$ cat src/hw/mem_pkg.sv
package mem_pkg;

    // ============================================================
    // Widths
    // ============================================================
    localparam int XLEN       = 32;                 // Data and address width
    localparam int REG_ADDR_W = 5;                  // Register number width
    localparam int MASK_W     = XLEN / 8;           // Byte lanes per word

    // ============================================================
    // funct3 size codes
    // ============================================================
    localparam logic [2:0] F3_LB  = 3'b000;         // Load byte, signed
    localparam logic [2:0] F3_LH  = 3'b001;         // Load half, signed
    localparam logic [2:0] F3_LW  = 3'b010;         // Load word
    localparam logic [2:0] F3_LBU = 3'b100;         // Load byte, unsigned
    localparam logic [2:0] F3_LHU = 3'b101;         // Load half, unsigned

    localparam logic [2:0] F3_SB  = 3'b000;         // Store byte
    localparam logic [2:0] F3_SH  = 3'b001;         // Store half
    localparam logic [2:0] F3_SW  = 3'b010;         // Store word

    // ============================================================
    // Stage structs
    // ============================================================
    // Payload handed over from EX, 77 bits
    typedef struct packed {
        logic [XLEN-1:0]       alu_result;          // Effective address or ALU value
        logic [XLEN-1:0]       rs2_data;            // Store source
        logic [REG_ADDR_W-1:0] rd;                  // Destination register
        logic [2:0]            funct3;              // Access size and sign
        logic                  mem_read;            // Load
        logic                  mem_write;           // Store
        logic                  mem_to_reg;          // WB takes load data
        logic                  reg_write;           // Writes rd
        logic                  valid;               // Slot holds an instruction
    } ex_mem_t;

    // Data memory request, 70 bits
    typedef struct packed {
        logic [XLEN-1:0]   addr;                    // Word aligned
        logic              ren;                     // Read strobe
        logic              wen;                     // Write strobe
        logic [XLEN-1:0]   wdata;                   // Already in its byte lanes
        logic [MASK_W-1:0] mask;                    // Byte enables
    } dmem_req_t;

    // Registered values for the hazard unit, 40 bits
    typedef struct packed {
        logic [XLEN-1:0]       alu_result;
        logic [REG_ADDR_W-1:0] rd;
        logic                  reg_write;
        logic                  mem_to_reg;          // Load in MEM, result not ready
        logic                  valid;
    } fwd_t;

    // Values passed on to WB, 72 bits
    typedef struct packed {
        logic [XLEN-1:0]       load_data;           // Extended load result
        logic [XLEN-1:0]       alu_result;
        logic [REG_ADDR_W-1:0] rd;
        logic                  mem_to_reg;
        logic                  reg_write;
        logic                  valid;
    } wb_t;

endpackage

$ cat src/hw/ex_mem_reg.sv
`timescale 1ns/1ps

module ex_mem_reg (
    input  logic            i_clk,
    input  logic            i_rst,                // Sync, active high
    input  mem_pkg::ex_mem_t i_ex,                // Payload from EX
    input  logic            i_advance,            // Memory ready and valid
    output mem_pkg::ex_mem_t o_stage              // Registered EX/MEM payload
);

    import mem_pkg::*;

    // ============================================================
    // EX/MEM boundary register
    // ============================================================
    ex_mem_t r_q;                                 // Current MEM slot

    // Only controls and valid see reset
    // Address, data, rd and funct3 are don't-care while valid is low
    always_ff @(posedge i_clk) begin
        if (i_rst) begin
            r_q.mem_read   <= 1'b0;               // No load
            r_q.mem_write  <= 1'b0;               // No store
            r_q.mem_to_reg <= 1'b0;
            r_q.reg_write  <= 1'b0;               // No rd write
            r_q.valid      <= 1'b0;               // Bubble
        end else if (i_advance) begin
            r_q <= i_ex;                          // Take next instruction
        end
        // Else hold the whole slot, stall comes from the top level
    end

    assign o_stage = r_q;                         // Feeds all MEM logic

endmodule

$ cat src/hw/load_unit.sv
`timescale 1ns/1ps

module load_unit (
    input  logic [mem_pkg::XLEN-1:0] i_rdata,     // Merged read word
    input  logic [1:0]               i_offset,    // Byte within word
    input  logic [2:0]               i_funct3,    // Load size and sign
    output logic [mem_pkg::XLEN-1:0] o_load_data  // Value for rd
);

    import mem_pkg::*;

    logic [7:0]  lane_b;                          // Addressed byte
    logic [15:0] lane_h;                          // Addressed halfword

    // ============================================================
    // Lane selection
    // ============================================================
    always_comb begin
        case (i_offset)
            2'd0:    lane_b = i_rdata[7:0];
            2'd1:    lane_b = i_rdata[15:8];
            2'd2:    lane_b = i_rdata[23:16];
            default: lane_b = i_rdata[31:24];
        endcase
    end

    // High offset bit picks the half, bit 0 is the misaligned case
    assign lane_h = i_offset[1] ? i_rdata[XLEN-1:16] : i_rdata[15:0];

    // ============================================================
    // Extension
    // ============================================================
    always_comb begin
        case (i_funct3)
            F3_LB: begin
                o_load_data = {{(XLEN-8){lane_b[7]}}, lane_b};      // Sign fill
            end
            F3_LH: begin
                o_load_data = {{(XLEN-16){lane_h[15]}}, lane_h};    // Sign fill
            end
            F3_LW: begin
                o_load_data = i_rdata;                              // Whole word
            end
            F3_LBU: begin
                o_load_data = {{(XLEN-8){1'b0}}, lane_b};           // Zero fill
            end
            F3_LHU: begin
                o_load_data = {{(XLEN-16){1'b0}}, lane_h};          // Zero fill
            end
            default: begin
                o_load_data = i_rdata;                              // Unknown code, raw word
            end
        endcase
    end

endmodule

$ cat src/hw/mem_access_gen.sv
`timescale 1ns/1ps

module mem_access_gen (
    input  mem_pkg::ex_mem_t   i_stage,           // Registered EX/MEM slot
    output mem_pkg::dmem_req_t o_req,             // Request to data memory
    output logic [1:0]         o_offset,          // Byte within word
    output logic               o_misaligned       // Access breaks natural alignment
);

    import mem_pkg::*;

    logic [1:0]        size;                      // funct3 size field
    logic [MASK_W-1:0] lanes;                     // Unshifted byte enables
    logic              is_mem;                    // Load or store present
    logic              word_bad;
    logic              half_bad;

    assign size     = i_stage.funct3[1:0];
    assign o_offset = i_stage.alu_result[1:0];    // Low address bits
    assign is_mem   = i_stage.mem_read | i_stage.mem_write;

    // ============================================================
    // Address and strobes
    // ============================================================
    assign o_req.addr = {i_stage.alu_result[XLEN-1:2], 2'b00};  // Drop byte offset
    assign o_req.ren  = i_stage.mem_read;
    assign o_req.wen  = i_stage.mem_write;

    // ============================================================
    // Byte mask and store lanes
    // ============================================================
    always_comb begin
        case (size)
            F3_SB[1:0]: lanes = 4'b0001;          // One lane
            F3_SH[1:0]: lanes = 4'b0011;          // Two lanes
            F3_SW[1:0]: lanes = 4'b1111;          // Full word
            default:    lanes = 4'b1111;          // Unused code, treat as word
        endcase
    end

    assign o_req.mask = lanes << o_offset;        // Move to addressed lane

    // Byte data goes to its lane, 8 bits per offset step
    assign o_req.wdata = i_stage.rs2_data << {o_offset, 3'b000};

    // ============================================================
    // Misalignment flag
    // ============================================================
    // Loads and stores share the size encoding
    assign word_bad = (size == F3_SW[1:0]) && (o_offset != 2'b00);   // Word off boundary
    assign half_bad = (size == F3_SH[1:0]) && o_offset[0];          // Half at odd byte

    assign o_misaligned = is_mem && (word_bad || half_bad);

endmodule

$ cat src/hw/mem_stage.sv
`timescale 1ns/1ps

module mem_stage (
    input  logic                     i_clk,
    input  logic                     i_rst,          // Sync, active high

    // EX side
    input  mem_pkg::ex_mem_t         i_ex,           // Next instruction from EX

    // Data memory
    input  logic [mem_pkg::XLEN-1:0] i_dmem_rdata,   // Raw read word
    input  logic                     i_dmem_ready,
    input  logic                     i_dmem_valid,
    output mem_pkg::dmem_req_t       o_dmem,         // Aligned request

    // Hazard unit and WB
    output mem_pkg::fwd_t            o_fwd,          // Registered slot values
    output mem_pkg::wb_t             o_wb,           // Values for MEM/WB
    output logic                     o_misaligned    // Alignment trap
);

    import mem_pkg::*;

    // ============================================================
    // Internal signals
    // ============================================================
    logic            advance;                        // Stage moves this edge
    ex_mem_t         r_stage;                        // Current MEM slot
    logic [1:0]      offset;                         // Byte offset of access
    logic [XLEN-1:0] rdata_fwd;                      // Read data after forwarding
    logic [XLEN-1:0] load_data;                      // Extended load value

    // One-level stall, both memory levels must be high
    assign advance = i_dmem_ready & i_dmem_valid;

    // ============================================================
    // Datapath
    // ============================================================
    ex_mem_reg u_ex_mem_reg (
        .i_clk     (i_clk),
        .i_rst     (i_rst),
        .i_ex      (i_ex),
        .i_advance (advance),
        .o_stage   (r_stage)
    );

    mem_access_gen u_access (
        .i_stage      (r_stage),
        .o_req        (o_dmem),
        .o_offset     (offset),
        .o_misaligned (o_misaligned)
    );

    // History runs on every edge, stalled or not
    store_forward u_store_fwd (
        .i_clk   (i_clk),
        .i_rst   (i_rst),
        .i_req   (o_dmem),
        .i_rdata (i_dmem_rdata),
        .o_rdata (rdata_fwd)
    );

    load_unit u_load (
        .i_rdata     (rdata_fwd),
        .i_offset    (offset),
        .i_funct3    (r_stage.funct3),
        .o_load_data (load_data)
    );

    // ============================================================
    // Output packing
    // ============================================================
    assign o_fwd.alu_result = r_stage.alu_result;   // EX/MEM bypass value
    assign o_fwd.rd         = r_stage.rd;
    assign o_fwd.reg_write  = r_stage.reg_write;
    assign o_fwd.mem_to_reg = r_stage.mem_to_reg;   // Load-use check
    assign o_fwd.valid      = r_stage.valid;

    assign o_wb.load_data   = load_data;
    assign o_wb.alu_result  = r_stage.alu_result;
    assign o_wb.rd          = r_stage.rd;
    assign o_wb.mem_to_reg  = r_stage.mem_to_reg;
    assign o_wb.reg_write   = r_stage.reg_write;
    assign o_wb.valid       = r_stage.valid;

endmodule

$ cat src/hw/store_forward.sv
`timescale 1ns/1ps

module store_forward (
    input  logic                       i_clk,
    input  logic                       i_rst,     // Sync, active high
    input  mem_pkg::dmem_req_t         i_req,     // This cycle's request
    input  logic [mem_pkg::XLEN-1:0]   i_rdata,   // Raw memory read data
    output logic [mem_pkg::XLEN-1:0]   o_rdata    // Read data with store bytes merged
);

    import mem_pkg::*;

    // ============================================================
    // Previous-cycle write history
    // ============================================================
    logic [XLEN-1:0]   r_prev_addr;               // Aligned address
    logic [XLEN-1:0]   r_prev_wdata;              // Lane-shifted data
    logic [MASK_W-1:0] r_prev_mask;               // Written lanes
    logic              r_prev_wen;                // Last cycle was a store

    // Samples every edge, memory commits one cycle late
    always_ff @(posedge i_clk) begin
        if (i_rst) begin
            r_prev_addr  <= '0;
            r_prev_wdata <= '0;
            r_prev_mask  <= '0;
            r_prev_wen   <= 1'b0;
        end else begin
            r_prev_addr  <= i_req.addr;
            r_prev_wdata <= i_req.wdata;
            r_prev_mask  <= i_req.mask;
            r_prev_wen   <= i_req.wen;
        end
    end

    // ============================================================
    // Hit detection and byte merge
    // ============================================================
    logic            hit;                         // Load follows store to same word
    logic [XLEN-1:0] merged;

    assign hit = r_prev_wen && i_req.ren && (r_prev_addr == i_req.addr);

    always_comb begin
        merged = i_rdata;                         // Start from stale word
        for (int i = 0; i < MASK_W; i++) begin
            if (r_prev_mask[i]) begin
                merged[8*i +: 8] = r_prev_wdata[8*i +: 8];   // Newer store byte
            end
        end
    end

    assign o_rdata = hit ? merged : i_rdata;

endmodule

$ cat config.mk
export PLATFORM = sky130hd
export DESIGN_NAME = mem_stage
export DESIGN_NICKNAME = d
export VERILOG_FILES = /design/src/hw/mem_pkg.sv /design/src/hw/ex_mem_reg.sv /design/src/hw/load_unit.sv /design/src/hw/mem_access_gen.sv /design/src/hw/mem_stage.sv /design/src/hw/store_forward.sv
export SDC_FILE = /design/constraint.sdc
export NUM_CORES = 1
export LEC_CHECK = 0
export ABC_AREA = 0
export BUFFER_PORTS_ARGS = -buffer_cell sky130_fd_sc_hd__buf_2
export CAP_MARGIN = 40
export CORE_AREA = 2 2 124 126
export DETAILED_ROUTE_END_ITERATION = 12
export DIE_AREA = 0 0 126 128
export PLACE_DENSITY = 0.81
export SYNTH_ARGS = -nofsm -noshare
export SYNTH_HDL_FRONTEND = slang
export SYNTH_HIERARCHICAL = 1
export SYNTH_SLANG_ARGS = --single-unit
export TNS_END_PERCENT = 5
$ cat constraint.sdc
create_clock -name i_clk -period 5.3 [get_ports i_clk]
set_input_delay 0.53 -clock i_clk [delete_from_list [all_inputs] [get_ports i_clk]]
set_output_delay 0.53 -clock i_clk [all_outputs]
set_load 0.02 [all_outputs]
==> run metrics <==
f_max 212.4 MHz; area leader, netlist edfxtp_1; Mapped Area 7169 um^2; hold worst-path end u_ex_mem_reg/o_stage[63]; PortBufs 293; Tot Pwr 2891 uW; Cells after Synth 616; Area Growth Syn to Fin 23.46%; WL/cell 16.84 um; routed vias/inst 4.875; ANT nets after route 0; starting DRC count in detailed routing 307; post-synthesis register bit count between 100 and 150; DRC Markers 0; CTS H-tree lvls 4; Crit-path slowest cell or4_1; crit-path leading delay family simple AND/OR/NAND/NOR gates; critical path buffer and inverter count 3; unrepaired setup endpoints after global routing no; maximum vdd drop ~0.00038 V; share of layout cells above drive strength 1 45.35%; CTS tree yes; synthesized area per cell 11.64 um^2; commonest non-fill, non-tap cell in the layout buf_2; worst reg2reg setup slack around 3.2 ns; yosys warns 6; total CTS buffers 17; Worst-path clk slew 0.06 ns; crit share post-route around 89%; Worst slew margin 47.17%; Hold Path Depth 1; TritonRoute pass-1 iters 4; CP Capture Type output port; async set or reset register ratio after synthesis 0%; Ports 296; clk_lat worst skew 0.41 ns; core area 14860 um^2; initial core utilization about 48%; Worst Max-Slew Pin Slew 0.7908 ns; die width 126 um; RR Endpoint u_store_fwd/r_prev_wdata[23]; commonest non-fill, non-tap cells in the layout buf_2 (294), nor2b_1 (95), dfxtp_1 (74); Final Cell Area approximately 9000 um^2; Seq/Total Area, Yosys 50.82%; outcome finished, final reports clean; pwr dens approximately 330 nW/um^2; Area after DPL 8258 um^2; clock sinks 146; count of antenna diodes in the layout 0; worst path cell trace xnor2_1 > nand4_1 > or4_1 > nor4_4 > buf_4 > mux2_4 > a211oi_1 > or3_1 > nor3_1 > buf_2 > a221o_1 > buf_2; launch point of the worst path u_ex_mem_reg/o_stage[68]; Total Wirelength roughly 17000 um; prevailing post-synth register cell dfxtp_1; Post-synth EDFFs 72; CTS root buf clkbuf_16; final setup vio count 0; Pleak a little over 0.004 uW; number of global-route vias before repair 4800; antenna violations before repair 0; DR vias slightly above 5000; reg2reg path depth 4; worst hold path class input port to register; CP arrival roughly 4.2 ns; top cell type's share of synthesized area 30.16%; Final #Nets 949; Hold-fix buffers, CTS 0; FF-to-FF Start u_ex_mem_reg/o_stage[45]; synth unique cells 46; CP max stage delay 0.74 ns; type of the worst setup path register to output port; Gates resized, CTS repair 0; global route overflow 0; fillers 1262; Min Clock Period, post-route 4.707 ns; Most common cell on crit path buf_2; Area contributors post-synth edfxtp_1 (30%), dfxtp_1 (21%), nor2b_1 (8.4%), buf_4 (8.1%), mux2_4 (6.7%); Crit path required time 4.77 ns; overall routing resource usage 21.08%; Setup crit start kind register; first-pass GRT wire length 26220 um; num rows 45; Hold Fails Final Rpt 0; largest net degree at the start of global routing 76; Max Cap Viol 0; post-CTS setup repair buffer count 0; Longest Clk Path Bufs 2; Die H 128 um; Clock Skews 0.007837 ns; setup_tns 0 ns; die area 16130 um^2; RePlAce Congestion 0.8822; Final Max Slew Viols 0; critical hold path startpoint i_ex[63]; Post-DP HPWL 13510 um; CP max FO 8
==> state kept, by name, indices dropped and copies added (netlist names) <==
name / count
u_ex_mem_reg/o_stage: 77
u_store_fwd/r_prev_addr: 32
u_store_fwd/r_prev_wdata: 32
u_store_fwd/r_prev_mask: 4
u_store_fwd/r_prev_wen: 1
==> cells in the mapped netlist (4+ instances only) <==
cell	number
nor2_1	20
clkbuf_1	19
nor4_4	4
nor2b_1	96
buf_6	6
and2_1	9
nand2b_1	13
o2bb2ai_1	8
o21ai_1	5
a221o_1	8
inv_1	7
mux2_4	32
nand2_1	34
bufinv_8	4
dfxtp_1	74
xnor2_1	10
mux2i_1	38
buf_4	77
xor2_1	11
edfxtp_1	72
a2111oi_2	4
o21ai_0	23
a22oi_1	7
==> per-stage QoR <==
step / hold WS, ns / setup WS (ns) / utilization (%) / std cells
3_3_place_gp: 0.4928 / 0.9809 / 55.34 / 1003
6_report: 0.2885 / 0.5926 / 59.55 / 1037
5_1_grt: 0.2613 / 0.3644 / 59.55 / 1037
4_1_cts: 0.2674 / 0.6059 / 59.55 / 1037
3_5_place_dp: 0.5084 / 1.076 / 55.56 / 1005
2_1_floorplan: 0.4849 / 0.7866 / - / 617
==> per-layer routing <==
layer,track usage [%],up-vias,part of all wire [%]
met5,0,-,0
met4,7.757,0,2.2
met3,5.008,28,5.0
met2,32.99,180,47
met1,28.68,2368,45
li1,-,2479,-
==> cells by family after synthesis <==
kind of cell           after synthesis  synth area share (%)
buffers and inverters              119                 11.71
AND/OR/NAND/NOR                    193                 15.95
flip-flops                         146                 50.82
other                                1               0.05231
XOR/XNOR                            21                 2.565
multiplexers                        71                 12.16
AO/OA/AOI/OAI                       65                 6.737
==> where the power goes <==
group          switching [uW]  internal, uW
Combinational             250           171
Sequential               36.6          1240
Clock                     449           742
Total                     735          2160
==> area by class of cell <==
cell class	instances	area (um^2)	share of cell area [%]
clock buffer	20	436.7	4.934
clock inverter	12	156.4	1.767
inverter	14	107.6	1.216
multi-input combinational	352	2698	30.48
sequential	146	3643	41.16
tap	188	235.2	2.658
timing repair buffer	305	1574	17.78
==> worst max-delay path by stage <==
stage / end / slack [ns] / cells after the start
final: o_wb[51] / 0.59 / 12
after global routing: o_wb[51] / 0.36 / 12
after CTS: o_wb[51] / 0.61 / 12
after detailed placement: o_wb[51] / 1.08 / 12
after global placement: o_wb[55] / 0.98 / 11
after floorplan: u_ex_mem_reg/o_stage[10] / 0.79 / 3
(Power assumes the default switching activity.)
